## src/nts_consts.svh

```systemverilog
/*
 * Constants of the NTS engine register map.
 * Identification words, block numbers, register offsets, tick reset value.
 */
`ifndef NTS_CONSTS_SVH
`define NTS_CONSTS_SVH

// ----------------------------------------------------------
// Identification words
// ----------------------------------------------------------
`define NTS_CORE_NAME0   32'h4e_54_53_5f // "NTS_"
`define NTS_CORE_NAME1   32'h45_4e_47_4e // "ENGN"
`define NTS_CORE_VERSION 32'h30_2e_30_36 // "0.06"
`define NTS_DEBUG_NAME   32'h44_42_55_47 // "DBUG"

// Block numbers, address bits 11..8
`define NTS_BLOCK_ENGINE 4'd0
`define NTS_BLOCK_DEBUG  4'd1

// ----------------------------------------------------------
// Engine block offsets
// ----------------------------------------------------------
`define NTS_ADDR_NAME0   8'h00
`define NTS_ADDR_NAME1   8'h01
`define NTS_ADDR_VERSION 8'h02
`define NTS_ADDR_CTRL    8'h08
`define NTS_ADDR_STATUS  8'h09

// Debug block offsets, counters take an even/odd pair
`define NTS_ADDR_DBG_PROCESSED  8'h00
`define NTS_ADDR_DBG_BAD_COOKIE 8'h02
`define NTS_ADDR_DBG_BAD_AUTH   8'h04
`define NTS_ADDR_DBG_BAD_KEYID  8'h06
`define NTS_ADDR_DBG_NAME       8'h08
`define NTS_ADDR_DBG_SYSTICK    8'h09
`define NTS_ADDR_DBG_ERR_CRYPTO 8'h20
`define NTS_ADDR_DBG_ERR_TXBUF  8'h22

`define NTS_SYSTICK_RESET 32'd1

`endif

```

## src/nts_api_pkg.sv

```systemverilog
/*
 * Register API types.
 * External address, block offset, data word and the internal request.
 */
package nts_api_pkg;

  typedef logic [11:0] api_addr_t;   // External address, block in 11..8
  typedef logic [7:0]  api_offset_t; // Register offset inside a block
  typedef logic [31:0] api_data_t;

  // Request broadcast from the decoder to every block
  typedef struct packed {
    logic        we;
    api_offset_t offset;
    api_data_t   write_data;
  } api_req_t;

endpackage

```

## src/nts_stats_pkg.sv

```systemverilog
/*
 * Statistics types.
 * Counter widths and the event strobe bundle from the parser.
 */
package nts_stats_pkg;

  typedef logic [31:0] stat_half_t;  // One half as seen on the API
  typedef logic [63:0] stat_count_t;

  // One-cycle event strobes
  typedef struct packed {
    logic processed;
    logic bad_cookie;
    logic bad_auth;
    logic bad_keyid;
    logic error_crypto;
    logic error_txbuf;
  } stat_events_t;

endpackage

```

## src/nts_api_decode.sv

```systemverilog
/*
 * API address decoder.
 * Block selects, request broadcast and the registered read response.
 */
`include "nts_consts.svh"

module nts_api_decode (
  input  logic                    i_clk,
  input  logic                    i_areset,
  input  logic                    i_api_cs,
  input  logic                    i_api_we,
  input  nts_api_pkg::api_addr_t  i_api_address,
  input  nts_api_pkg::api_data_t  i_api_write_data,
  input  nts_api_pkg::api_data_t  i_engine_rdata,
  input  nts_api_pkg::api_data_t  i_debug_rdata,
  output nts_api_pkg::api_req_t   o_req,
  output logic                    o_engine_cs,
  output logic                    o_debug_cs,
  output nts_api_pkg::api_data_t  o_api_read_data,
  output logic                    o_api_read_data_valid
);

  logic [3:0]             block;
  logic                   rd_req;
  nts_api_pkg::api_data_t read_data_reg;
  logic                   read_valid_reg;

  // ----------------------------------------------------------
  // Block select
  // ----------------------------------------------------------
  assign block       = i_api_address[11:8];
  assign o_engine_cs = i_api_cs && (block == `NTS_BLOCK_ENGINE);
  assign o_debug_cs  = i_api_cs && (block == `NTS_BLOCK_DEBUG);
  assign rd_req      = i_api_cs && !i_api_we; // Any block, mapped or not

  always_comb
  begin
    o_req.we         = i_api_we;
    o_req.offset     = i_api_address[7:0];
    o_req.write_data = i_api_write_data;
  end

  // ----------------------------------------------------------
  // Read response, one cycle after the request
  // ----------------------------------------------------------
  always_ff @(posedge i_clk or posedge i_areset)
  begin
    if (i_areset)
      read_valid_reg <= 1'b0;
    else
      read_valid_reg <= rd_req;
  end

  // Blocks drive zero when not selected, so an OR is enough
  always_ff @(posedge i_clk)
  begin
    if (rd_req)
      read_data_reg <= i_engine_rdata | i_debug_rdata;
  end

  assign o_api_read_data       = read_data_reg;
  assign o_api_read_data_valid = read_valid_reg;

  // An unselected block must return zero for the OR above to hold
  a_unselected_zero : assert property (
    @(posedge i_clk) disable iff (i_areset)
    (o_engine_cs || i_engine_rdata == '0) && (o_debug_cs || i_debug_rdata == '0)
  );

endmodule

```

## src/nts_counter64.sv

```systemverilog
/*
 * 64-bit event counter.
 * Low half is held on a sample so both halves read as one value.
 */
module nts_counter64 (
  input  logic                      i_clk,
  input  logic                      i_areset,
  input  logic                      i_inc,
  input  logic                      i_lsb_sample,
  output nts_stats_pkg::stat_half_t o_msb,
  output nts_stats_pkg::stat_half_t o_lsb
);

  nts_stats_pkg::stat_count_t count_reg;
  nts_stats_pkg::stat_half_t  lsb_hold_reg;

  always_ff @(posedge i_clk or posedge i_areset)
  begin
    if (i_areset)
    begin
      count_reg    <= '0;
      lsb_hold_reg <= '0;
    end
    else
    begin
      if (i_inc)
        count_reg <= count_reg + 64'd1;
      if (i_lsb_sample)
        lsb_hold_reg <= count_reg[31:0]; // Same value as the high half read now
    end
  end

  assign o_msb = count_reg[63:32];
  assign o_lsb = lsb_hold_reg;

  // Counter is monotonic outside reset
  a_count_monotonic : assert property (
    @(posedge i_clk) disable iff (i_areset) count_reg >= $past(count_reg)
  );

endmodule

```

## src/nts_debug_stats.sv

```systemverilog
/*
 * Debug register block.
 * Six 64-bit event counters, free-running tick and the debug read map.
 */
`include "nts_consts.svh"

module nts_debug_stats (
  input  logic                        i_clk,
  input  logic                        i_areset,
  input  logic                        i_cs,
  input  nts_api_pkg::api_req_t       i_req,
  input  nts_stats_pkg::stat_events_t i_events,
  output nts_api_pkg::api_data_t      o_rdata
);

  // Counter slots
  localparam int CNT_PROCESSED  = 0;
  localparam int CNT_BAD_COOKIE = 1;
  localparam int CNT_BAD_AUTH   = 2;
  localparam int CNT_BAD_KEYID  = 3;
  localparam int CNT_ERR_CRYPTO = 4;
  localparam int CNT_ERR_TXBUF  = 5;
  localparam int NUM_COUNTERS   = 6;

  logic [NUM_COUNTERS-1:0]   inc;
  logic [NUM_COUNTERS-1:0]   lsb_sample;
  nts_stats_pkg::stat_half_t cnt_msb [NUM_COUNTERS];
  nts_stats_pkg::stat_half_t cnt_lsb [NUM_COUNTERS];
  nts_stats_pkg::stat_half_t systick_reg;
  logic                      rd;

  // ----------------------------------------------------------
  // Event counters
  // ----------------------------------------------------------
  always_comb
  begin
    inc                 = '0;
    inc[CNT_PROCESSED]  = i_events.processed;
    inc[CNT_BAD_COOKIE] = i_events.bad_cookie;
    inc[CNT_BAD_AUTH]   = i_events.bad_auth;
    inc[CNT_BAD_KEYID]  = i_events.bad_keyid;
    inc[CNT_ERR_CRYPTO] = i_events.error_crypto;
    inc[CNT_ERR_TXBUF]  = i_events.error_txbuf;
  end

  for (genvar i = 0; i < NUM_COUNTERS; i++)
  begin : g_cnt
    nts_counter64 u_counter (
      .i_clk        (i_clk),
      .i_areset     (i_areset),
      .i_inc        (inc[i]),
      .i_lsb_sample (lsb_sample[i]),
      .o_msb        (cnt_msb[i]),
      .o_lsb        (cnt_lsb[i])
    );
  end

  // System tick, wraps freely
  always_ff @(posedge i_clk or posedge i_areset)
  begin
    if (i_areset)
      systick_reg <= `NTS_SYSTICK_RESET;
    else
      systick_reg <= systick_reg + 32'd1;
  end

  // ----------------------------------------------------------
  // Read map, writes are ignored
  // ----------------------------------------------------------
  assign rd = i_cs && !i_req.we;

  always_comb
  begin
    o_rdata    = '0;
    lsb_sample = '0;
    if (rd)
    begin
      case (i_req.offset)
        `NTS_ADDR_DBG_PROCESSED:
        begin
          o_rdata                   = cnt_msb[CNT_PROCESSED];
          lsb_sample[CNT_PROCESSED] = 1'b1;
        end
        `NTS_ADDR_DBG_PROCESSED + 8'd1:  o_rdata = cnt_lsb[CNT_PROCESSED];
        `NTS_ADDR_DBG_BAD_COOKIE:
        begin
          o_rdata                    = cnt_msb[CNT_BAD_COOKIE];
          lsb_sample[CNT_BAD_COOKIE] = 1'b1;
        end
        `NTS_ADDR_DBG_BAD_COOKIE + 8'd1: o_rdata = cnt_lsb[CNT_BAD_COOKIE];
        `NTS_ADDR_DBG_BAD_AUTH:
        begin
          o_rdata                  = cnt_msb[CNT_BAD_AUTH];
          lsb_sample[CNT_BAD_AUTH] = 1'b1;
        end
        `NTS_ADDR_DBG_BAD_AUTH + 8'd1:   o_rdata = cnt_lsb[CNT_BAD_AUTH];
        `NTS_ADDR_DBG_BAD_KEYID:
        begin
          o_rdata                   = cnt_msb[CNT_BAD_KEYID];
          lsb_sample[CNT_BAD_KEYID] = 1'b1;
        end
        `NTS_ADDR_DBG_BAD_KEYID + 8'd1:  o_rdata = cnt_lsb[CNT_BAD_KEYID];
        `NTS_ADDR_DBG_NAME:              o_rdata = `NTS_DEBUG_NAME;
        `NTS_ADDR_DBG_SYSTICK:           o_rdata = systick_reg;
        `NTS_ADDR_DBG_ERR_CRYPTO:
        begin
          o_rdata                    = cnt_msb[CNT_ERR_CRYPTO];
          lsb_sample[CNT_ERR_CRYPTO] = 1'b1;
        end
        `NTS_ADDR_DBG_ERR_CRYPTO + 8'd1: o_rdata = cnt_lsb[CNT_ERR_CRYPTO];
        `NTS_ADDR_DBG_ERR_TXBUF:
        begin
          o_rdata                   = cnt_msb[CNT_ERR_TXBUF];
          lsb_sample[CNT_ERR_TXBUF] = 1'b1;
        end
        `NTS_ADDR_DBG_ERR_TXBUF + 8'd1:  o_rdata = cnt_lsb[CNT_ERR_TXBUF];
        default:                         o_rdata = '0;
      endcase
    end
  end

endmodule

```

## src/nts_engine_regs.sv

```systemverilog
/*
 * Engine register block.
 * Identification words, control enable, status and engine busy.
 */
`include "nts_consts.svh"

module nts_engine_regs (
  input  logic                   i_clk,
  input  logic                   i_areset,
  input  logic                   i_cs,
  input  nts_api_pkg::api_req_t  i_req,
  input  logic                   i_parser_busy,
  output nts_api_pkg::api_data_t o_rdata,
  output logic                   o_busy
);

  logic ctrl_reg; // Engine enable
  logic ctrl_we;

  assign ctrl_we = i_cs && i_req.we && (i_req.offset == `NTS_ADDR_CTRL);

  always_ff @(posedge i_clk or posedge i_areset)
  begin
    if (i_areset)
      ctrl_reg <= 1'b0;
    else if (ctrl_we)
      ctrl_reg <= i_req.write_data[0];
  end

  // Disabled engine counts as busy
  assign o_busy = !ctrl_reg || i_parser_busy;

  // ----------------------------------------------------------
  // Read map
  // ----------------------------------------------------------
  always_comb
  begin
    o_rdata = '0;
    if (i_cs && !i_req.we)
    begin
      case (i_req.offset)
        `NTS_ADDR_NAME0:   o_rdata = `NTS_CORE_NAME0;
        `NTS_ADDR_NAME1:   o_rdata = `NTS_CORE_NAME1;
        `NTS_ADDR_VERSION: o_rdata = `NTS_CORE_VERSION;
        `NTS_ADDR_CTRL:    o_rdata = {31'd0, ctrl_reg};
        `NTS_ADDR_STATUS:  o_rdata = {31'd0, !i_parser_busy}; // Bit 0 is parser idle
        default:           o_rdata = '0;
      endcase
    end
  end

endmodule

```

## src/nts_engine_top.sv

```systemverilog
/*
 * NTS engine register top.
 * Address decoder with the engine and debug register blocks.
 */
module nts_engine_top (
  input  logic                        i_clk,
  input  logic                        i_areset,
  input  logic                        i_api_cs,
  input  logic                        i_api_we,
  input  nts_api_pkg::api_addr_t      i_api_address,
  input  nts_api_pkg::api_data_t      i_api_write_data,
  input  logic                        i_parser_busy,
  input  nts_stats_pkg::stat_events_t i_events,
  output nts_api_pkg::api_data_t      o_api_read_data,
  output logic                        o_api_read_data_valid,
  output logic                        o_busy
);

  nts_api_pkg::api_req_t  req;
  logic                   engine_cs;
  logic                   debug_cs;
  nts_api_pkg::api_data_t engine_rdata;
  nts_api_pkg::api_data_t debug_rdata;

  nts_api_decode u_decode (
    .i_clk                 (i_clk),
    .i_areset              (i_areset),
    .i_api_cs              (i_api_cs),
    .i_api_we              (i_api_we),
    .i_api_address         (i_api_address),
    .i_api_write_data      (i_api_write_data),
    .i_engine_rdata        (engine_rdata),
    .i_debug_rdata         (debug_rdata),
    .o_req                 (req),
    .o_engine_cs           (engine_cs),
    .o_debug_cs            (debug_cs),
    .o_api_read_data       (o_api_read_data),
    .o_api_read_data_valid (o_api_read_data_valid)
  );

  nts_engine_regs u_engine (
    .i_clk         (i_clk),
    .i_areset      (i_areset),
    .i_cs          (engine_cs),
    .i_req         (req),
    .i_parser_busy (i_parser_busy),
    .o_rdata       (engine_rdata),
    .o_busy        (o_busy)
  );

  nts_debug_stats u_debug (
    .i_clk    (i_clk),
    .i_areset (i_areset),
    .i_cs     (debug_cs),
    .i_req    (req),
    .i_events (i_events),
    .o_rdata  (debug_rdata)
  );

endmodule

```

## config.mk

```make
export PLATFORM = sky130hd
export DESIGN_NAME = nts_engine_top
export DESIGN_NICKNAME = d
export VERILOG_FILES = /design/src/nts_api_pkg.sv /design/src/nts_stats_pkg.sv /design/src/nts_api_decode.sv /design/src/nts_counter64.sv /design/src/nts_debug_stats.sv /design/src/nts_engine_regs.sv /design/src/nts_engine_top.sv
export VERILOG_INCLUDE_DIRS = /design/src
export SDC_FILE = /design/constraint.sdc
export NUM_CORES = 1
export LEC_CHECK = 0
export ABC_AREA = 1
export BUFFER_PORTS_ARGS = -buffer_cell sky130_fd_sc_hd__buf_2
export CORE_MARGIN = 2
export CORE_UTILIZATION = 60
export DETAILED_ROUTE_END_ITERATION = 7
export GPL_TIMING_DRIVEN = 0
export PLACE_DENSITY = 0.83
export SYNTH_ARGS = -nofsm -noshare
export SYNTH_HDL_FRONTEND = slang
export SYNTH_SLANG_ARGS = --single-unit
```

## constraint.sdc

```tcl
create_clock -name i_clk -period 34.8 [get_ports i_clk]
set_clock_uncertainty 0.15 [all_clocks]
set_input_delay 1.74 -clock i_clk [delete_from_list [all_inputs] [get_ports i_clk]]
set_output_delay 1.74 -clock i_clk [all_outputs]
set_load 0.01 [all_outputs]
```

Yosys cells after proc, flatten, opt, wreduce, memory -nomap -nowiden
Cells that the tools add are included.
{ "totals": {"wordCells": 62, "reg_bits": 642, "in_bits": 55} }
{ "op_classes": {"eq_ne": 14, "reduce_logical": 13, "bitwise": 1, "n_addsub": 7, "muxes": 11} }
{ "op_table": {"columns": ["operator", "n"], "rows": [
  ["32-bit one-hot mux with 14 select lines", 1],
  ["64-bit by 1-bit adder with 64-bit output, second input constant", 6],
  ["31-bit one-hot mux with 5 select lines", 1],
  ["32-bit two-way mux", 2],
  ["32-bit by 1-bit adder with 32-bit output, second input constant", 1],
  ["8-bit by 3-bit equality test with 1-bit output, second input constant", 4],
  ["8-bit by 6-bit equality test with 1-bit output, second input constant", 4],
  ["32-bit bitwise OR", 1],
  ["8-bit by 2-bit equality test with 1-bit output, second input constant", 2],
  ["8-bit by 4-bit equality test with 1-bit output, second input constant", 2],
  ["8-bit by 1-bit equality test with 1-bit output, second input constant", 1],
  ["8-bit zero test", 1],
  ["1-bit logical AND", 7],
  ["1-bit two-way mux", 6],
  ["6-bit two-way mux", 1],
  ["4-bit by 1-bit equality test with 1-bit output, second input constant", 1],
  ["4-bit zero test", 1],
  ["1-bit zero test", 3],
  ["1-bit logical OR", 1]
]} }

Longest topological paths before layout
Gate-level depths: netlist (run 1).
{ "depth": {"depth_word": 5, "mapped_depth": 13} }

Cells and area by module
Synthesis (run 1) repeated with hierarchy kept, for this count alone.
{ "hier_totals": {"cells_unflattened": 4946, "hier_area_um2": 38674.6} }
{ "by_module_without_submodules": {"columns": ["mod", "area_per_inst_um2", "cells_per_inst", "instances"], "rows": [
  ["nts_counter64", 5142.4, 596, 6],
  ["nts_debug_stats", 5853.1, 1178, 1],
  ["nts_api_decode", 1537.7, 117, 1],
  ["nts_engine_regs", 429.2, 75, 1]
]} }

Worst setup path after synthesis (run 1)
Ideal clock, no wire load.
{ "synth_path": {"kind": "input to register", "start": "input i_api_cs", "end": "register u_debug.g_cnt[0].u_counter.lsb_hold_reg[12]", "path_slack_ns": 30.100, "required_time_ns": 34.525, "arrival_ns": 4.425, "cell_stages": 7, "path_cell_list": "inv_1 -> nor2_1 -> nand4_1 -> inv_2 -> nand2_1 -> buf_2 -> mux2_2"} }
{ "synth_via": {"elab_chain_len": 3} }
{ "synth_rtl": {"columns": ["element", "line_no", "source"], "rows": [
  ["start, declared", "nts_engine_top.sv:8", "input logic i_api_cs,"],
  ["1-bit logical AND", "nts_api_decode.sv:33", "assign o_debug_cs = i_api_cs && (block == `NTS_BLOCK_DEBUG);"],
  ["1-bit logical AND", "nts_debug_stats.sv:70", "assign rd = i_cs && !i_req.we;"],
  ["6-bit two-way mux", "nts_debug_stats.sv:76", "if (rd)"],
  ["end signal, assigned", "nts_counter64.sv:29", "lsb_hold_reg <= count_reg[31:0];"],
  ["end, declared", "nts_counter64.sv:15", "nts_stats_pkg::stat_half_t lsb_hold_reg;"]
]} }
Every way passes these cells.
A chain may end at the register's enable or synchronous reset.

Worst setup path in the final report (run 1)
{ "layout_path": {"start": "input i_parser_busy", "end": "output o_busy"} }
{ "layout_via": {"elab_chain_len": 1} }
{ "layout_rtl": {"columns": ["element", "line_no", "source"], "rows": [
  ["start, declared", "nts_engine_top.sv:12", "input logic i_parser_busy,"],
  ["1-bit logical OR", "nts_engine_regs.sv:31", "assign o_busy = !ctrl_reg || i_parser_busy;"],
  ["end, declared", "nts_engine_top.sv:16", "output logic o_busy"]
]} }
Every way passes these cells.

==> results.json, run 1 <==
{
  "required_ps": 32910,
  "final-hold-violation-count": 0,
  "drtIter0Drc": 4116,
  "drive_gt1_frac": 0.08066,
  "dp_cells": 5349,
  "ys_seq_area_frac": 0.4644,
  "syn_inst": 4526,
  "dp_slack_ps": 30610,
  "synth_top_area_cell": "dfrtp_1",
  "slew_violations": 0,
  "cap_violations": 0,
  "pin_count": 89,
  "ys_ff_latch": 642,
  "nNetsFinal": 4719,
  "start_util": 0.6068,
  "min_path_cells": 1,
  "grt_pass1_vias": 29884,
  "post_cts.repair.setup_buffers": 0,
  "grt_busiest_layer": "met2",
  "dp.final_hpwl_mm": 89.07,
  "path_class": "input port to output port",
  "cpMostUsedCell": "buf_2",
  "setup_viol": 0,
  "slowest_delay_ps": 270,
  "htree_levels": 3,
  "syn_to_final_growth_pct": 11.34,
  "synth.most_common_cell": "nand2_1",
  "design_area_um2": 38900,
  "drc_errors": 0,
  "cts_resized": 0,
  "clockPowerShare": 0.477,
  "period_needed_ps": 4148,
  "end_kind": "output port",
  "synth-async-reset-ratio": 0.9502,
  "routed_wirelength_mm": 115.1,
  "clock_path_buffers": 3,
  "critical_path.cell_chain": "buf_2 -> or2_2 -> buf_2",
  "fin_util": 0.6756,
  "yosysUniqueCellTypes": 39,
  "synth_area_um2": 34940,
  "synth-warning-count": 0,
  "grt_max_degree": 134,
  "p_leak_nw": 19.84,
  "p_switching_uw": 417.7,
  "setup_ws_ps": 30650,
  "hold_path_class": "flip-flop to flip-flop",
  "stdcell_count": 5479,
  "cp_slowest_cell": "or2_2",
  "holdWs_ps": 315.3,
  "numCtsBuffers": 71,
  "antenna_found_initial": 4,
  "largest_register_ffs": 384,
  "antenna_left": 0,
  "clock_sinks": 642,
  "port_buffers": 52,
  "vias_per_cell": 5.803,
  "fin_crit_sh": 0.1192,
  "fmax_ghz": 0.2411,
  "p_seq_frac": 0.468,
  "first_pass_iters": 7,
  "tns_ps": 0,
  "powerDensity_nw_per_um2": 44.52,
  "clock_latency_ps": 630,
  "r2r_cells": 12,
  "cts_root_buf": "clkbuf_16",
  "power_frac_comb": 0.056,
  "synth_area_leaders": "dfrtp_1 44%, nand2_1 15%, nand3_1 5.9%",
  "place_area_um2": 36330,
  "grt_setup_unrepaired": "false",
  "synth-edff-count": 32,
  "gp_congestion": 1.078,
  "dieHeight_um": 245.3,
  "met3_usage": 0.08327,
  "slew_headroom": 0.1967,
  "crit_fanout": 2,
  "worstPathArrival_ps": 2260,
  "grt_overflow": 0,
  "fp-row-count": 88,
  "met1_usage": 0.5115,
  "clkTransAtPathRegs_ps": 60,
  "worst_pin_slew_ps": 1205,
  "grt_use_met2": 0.5957,
  "cts_tree": "yes",
  "power_switching_share": 0.2412,
  "dieArea_um2": 60180,
  "hold_buffers": 0,
  "netlist_top_cells_count": "1379 x nand2_1, 609 x dfrtp_1, 538 x nor2_1",
  "wl_per_cell_um": 21.00,
  "start_kind": "input port",
  "avgSynthCellArea_um2": 7.720,
  "power_mw": 1.732,
  "yosysTopAreaCellShare": 0.4362,
  "coreArea_um2": 57590,
  "die_w_um": 245.3,
  "irDropWorstVdd_mv": 0.05866,
  "run_status": "completed",
  "n_fill_cell": 4783,
  "synthFlopType": "dfrtp_1",
  "vias": 31797,
  "synth.net_count": 4588,
  "grt_pass1_wl_mm": 175.1,
  "internal-power_mw": 1.314,
  "grt_usage": 0.3856
}
worst paths after layout:
| check | slack, ps | from | end |
|---|---|---|---|
| worst max-delay path | 30650 | i_parser_busy | o_busy |
| worst min-delay path | 320 | u_debug.systick_reg[0]$_DFF_PP1_ | u_debug.systick_reg[0]$_DFF_PP1_ |
| worst max register to register | 32490 | u_debug.g_cnt[1].u_counter.count_reg[0]$_DFFE_PP0P_ | u_debug.g_cnt[1].u_counter.count_reg[60]$_DFFE_PP0P_ |
| worst min register to register | 320 | u_debug.systick_reg[0]$_DFF_PP1_ | u_debug.systick_reg[0]$_DFF_PP1_ |
| max in group asynchronous | 31530 | i_areset | u_debug.g_cnt[1].u_counter.count_reg[63]$_DFFE_PP0P_ |
| min in group asynchronous | 910 | i_areset | u_debug.g_cnt[5].u_counter.count_reg[10]$_DFFE_PP0P_ |
critical path: cells and delay by family:
kind	cells	cell delay, ps
buffers and inverters	2	250
AND/OR/NAND/NOR	1	270
logic make-up after synthesis:
kind of cell | share of synthesized area
AO/OA/AOI/OAI | 0.02224
AND/OR/NAND/NOR | 0.3294
adder cells (fa/ha/maj) | 0.002507
flip-flops | 0.4644
XOR/XNOR | 0.07971
buffers and inverters | 0.06983
multiplexers | 0.03191
final cells by class:
cell class              count  area [µm²]  area share
diodes                      3       7.507   0.0001930
flip-flops and latches    642       16230      0.4171
multi-input cells        3262       16280      0.4185
well taps                 765       957.2     0.02460
clock inverters            27       414.1     0.01065
repair buffers             58       417.9     0.01074
plain buffers              95       461.7     0.01187
clock buffers             100        2152     0.05532
inverters                 527        1986     0.05104
power by group through the flow:
stage               Sequential (mW)  Clock [mW]  Combinational (mW)
floorplan                     0.815           0              0.0688
global placement              0.822           0              0.0908
detailed placement            0.822           0              0.0964
CTS                           0.809       0.829              0.0973
global route                  0.813       0.857               0.110
finish                        0.810       0.826              0.0967
routing by layer:
metal	vias up	part of all wire
met5	-	0.00019
met4	4	0.064
met3	387	0.10
met2	1743	0.44
met1	15068	0.40
li1	14595	-
placed cells by master (no fill, tap or decap), types with 35 or more instances in the layout:
master        n
o21ai_0     140
nand3_1     412
clkbuf_1     35
nand2_1    1379
buf_2       106
inv_1       516
mux2_1       41
clkbuf_16    76
nand4_1     123
nand3b_1     36
xnor2_1      83
mux2_2       58
nor2_1      537
nor3_1      111
dfrtp_1     609
xor2_1      235
(Power assumes the default switching activity.)
==> inputs of run 2 (changes only) <==
Settings changed: CORE_UTILIZATION 60 to 57.
Clock period 34.8 ns to 3.8 ns, I/O delays scaled along.
==> run 2 against run 1 <==
Net effect:
- worst hold slack got worse by 260 ps
- power rose to 9.0 times the previous value
- flip-flop and latch count did not move
- first-iteration DRC count fell by 0.58%
- sequential power rose to 9.2 times the previous value
- sequential share of layout area fell by 0.21 points
- critical path depth rose by 6
- clock-buffer cell count fell by 3
- register-to-register slack got worse by 31000 ps
- clock power rose to 8.7 times the previous value
- global-route usage fell by 2.4 points
- largest cell class unchanged
==> results.json, run 2 (same netlist as run 1, synthesis figures left out) <==
{
  "wl_per_cell_um": 20.57,
  "final_cell_mix": "1379 x nand2_1, 609 x dfrtp_1, 537 x nor2_1",
  "fp-row-count": 90,
  "multiInputGateArea_um2": 16280,
  "r2r_cells": 9,
  "vias_per_cell": 5.794,
  "drive_gt1_frac": 0.08251,
  "critPathTopFamily": "buffers and inverters",
  "dieHeight_um": 251.6,
  "cts_root_buf": "clkbuf_16",
  "worstPathArrival_ps": 3040,
  "critical_path_buf_inv_count": 5,
  "first_pass_iters": 7,
  "required_ps": 4220,
  "dp.final_hpwl_mm": 88.43,
  "rr_startpoint": "u_debug.systick_reg[0]$_DFF_PP1_",
  "powerDensity_nw_per_um2": 397.3,
  "hold_path_class": "input port to flip-flop",
  "grt_pass1_vias": 30467,
  "start_util": 0.5778,
  "clkTransAtPathRegs_ps": 60,
  "slowest_delay_ps": 930,
  "slew_headroom": 0.2052,
  "numCtsBuffers": 70,
  "clock_latency_ps": 640,
  "grt_setup_unrepaired": "false",
  "p_leak_nw": 19.89,
  "reg2reg_slack_ps": 1480,
  "crit_start": "i_api_cs",
  "worst-path-stages": 9,
  "vias": 31990,
  "fmax_ghz": 0.3818,
  "irDropWorstVdd_mv": 0.3982,
  "setup_viol": 0,
  "cts_tree": "yes",
  "gp_congestion": 1.103,
  "end_kind": "flip-flop",
  "regArea_um2": 16230,
  "grt_overflow": 0,
  "run_status": "completed",
  "coreArea_um2": 60470,
  "cap_violations": 0,
  "path_class": "input port to flip-flop",
  "clock_sinks": 642,
  "antenna_left": 0,
  "grt_usage": 0.3620,
  "antenna_found_initial": 1,
  "grt_max_degree": 44,
  "start_kind": "input port",
  "clock_path_buffers": 3,
  "dieArea_um2": 63300,
  "design_area_um2": 39110,
  "drtIter0Drc": 4092,
  "post_cts.repair.setup_buffers": 0,
  "critical_path.cell_chain": "dlygate4sd3_1 -> buf_2 -> inv_1 -> nor2_4 -> nand4_1 -> inv_2 -> buf_1 -> nand3_1 -> nand2_1",
  "endpoint": "u_debug.g_cnt[4].u_counter.o_lsb[5]$_DFFE_PP0P_",
  "final_common_cell": "nand2_1",
  "drc_errors": 0,
  "nNetsFinal": 4743,
  "diodes": 0,
  "n_fill_cell": 5098,
  "htree_levels": 3,
  "r2r-end": "u_debug.systick_reg[29]$_DFF_PP0_",
  "period_needed_ps": 2619,
  "cp_slowest_cell": "buf_1",
  "place_area_um2": 36540,
  "worst_pin_slew_ps": 1192,
  "pin_count": 89,
  "grt_pass1_wl_mm": 174.8,
  "crit_fanout": 10,
  "final-hold-violation-count": 0,
  "fin_crit_sh": 0.6893,
  "port_buffers": 52,
  "routed_wirelength_mm": 113.6,
  "power_mw": 15.54,
  "syn_to_final_growth_pct": 11.92,
  "slew_violations": 0,
  "largest_register_ffs": 384,
  "die_w_um": 251.6
}
==> run 2: cell types whose count changed in the layout (fill, tap and decap cells not counted), sizes merged <==
cell	delta
clkinvlp	+8
buf	+11
bufinv	-4
dlygate4sd3	+14
clkinv	+1
diode	-3
clkbuf	-3
inv	+1
==> run 2: routing by layer <==
metal	up-vias	GRT usage	part of all wire
met5	-	0	0.00011
met4	2	0.2134	0.069
met3	422	0.07810	0.11
met2	1901	0.5481	0.43
met1	15021	0.4815	0.39
li1	14644	-	-
==> run 2: power breakdown <==
part,internal [mW],switching [mW],total (mW)
combinational,0.307,0.621,0.927
sequential,7.13,0.299,7.42
clock,4.24,2.94,7.18
total,11.7,3.86,15.5
==> run 2: worst min path at each step <==
| stage | start | endpoint | slack, ps | cells past startpoint |
|---|---|---|---|---|
| 2_1_floorplan | i_events[0] | u_debug.g_cnt[5].u_counter.count_reg[0]$_DFFE_PP0P_ | 130 | 1 |
| 3_3_place_gp | i_api_write_data[0] | u_engine.ctrl_reg$_DFFE_PP0P_ | 260 | 3 |
| 3_5_place_dp | i_areset | u_debug.g_cnt[5].u_counter.count_reg[7]$_DFFE_PP0P_ | 200 | 2 |
| 4_1_cts | i_api_address[8] | u_decode.o_api_read_data[0]$_DFFE_PP_ | 30 | 5 |
| 5_1_grt | i_api_address[8] | u_decode.o_api_read_data[0]$_DFFE_PP_ | 100 | 5 |
| 6_report | i_api_address[8] | u_decode.o_api_read_data[0]$_DFFE_PP_ | 60 | 5 |
==> run 2: per-stage QoR <==
stage                     setup TNS [ps]  std cells  hold slack (ps)  setup WS (ps)  utilization
after floorplan                 -2963650       4526            127.1          -4862            -
after global placement          -5189240       5360            255.0          -8261       0.5984
after detailed placement               0       5377            198.2          960.0       0.6042
after CTS                              0       5521            32.88           1435       0.6467
after global routing                   0       5521            102.2           1201       0.6467
final                                  0       5521            59.92           1181       0.6467
==> run 2: repair_timing <==
action / CTS / global route
gates resized for setup: 0 / 0
endpoints found under the hold margin: 222 / 0
hold buffers: 14 / 0
==> run 2: cell type report <==
cell class / count / share of cell area
Clock buffer: 97 / 0.05292
Tap cell: 782 / 0.02502
Sequential cell: 642 / 0.4149
Buffer: 95 / 0.01181
Timing Repair Buffer: 83 / 0.01913
Multi-Input combinational cell: 3262 / 0.4163
Inverter: 527 / 0.05068
Clock inverter: 33 / 0.009151
==> run 2: worst register-to-register path, cell delays in order (launching register included) <==
cell	delay [ps]
dfstp_2	560
nand3_1	130
nor2_1	290
nand2_2	190
nor2_4	200
nand3_1	160
nor2_1	300
nand3_1	110
nand2_1	80
nand2_1	40
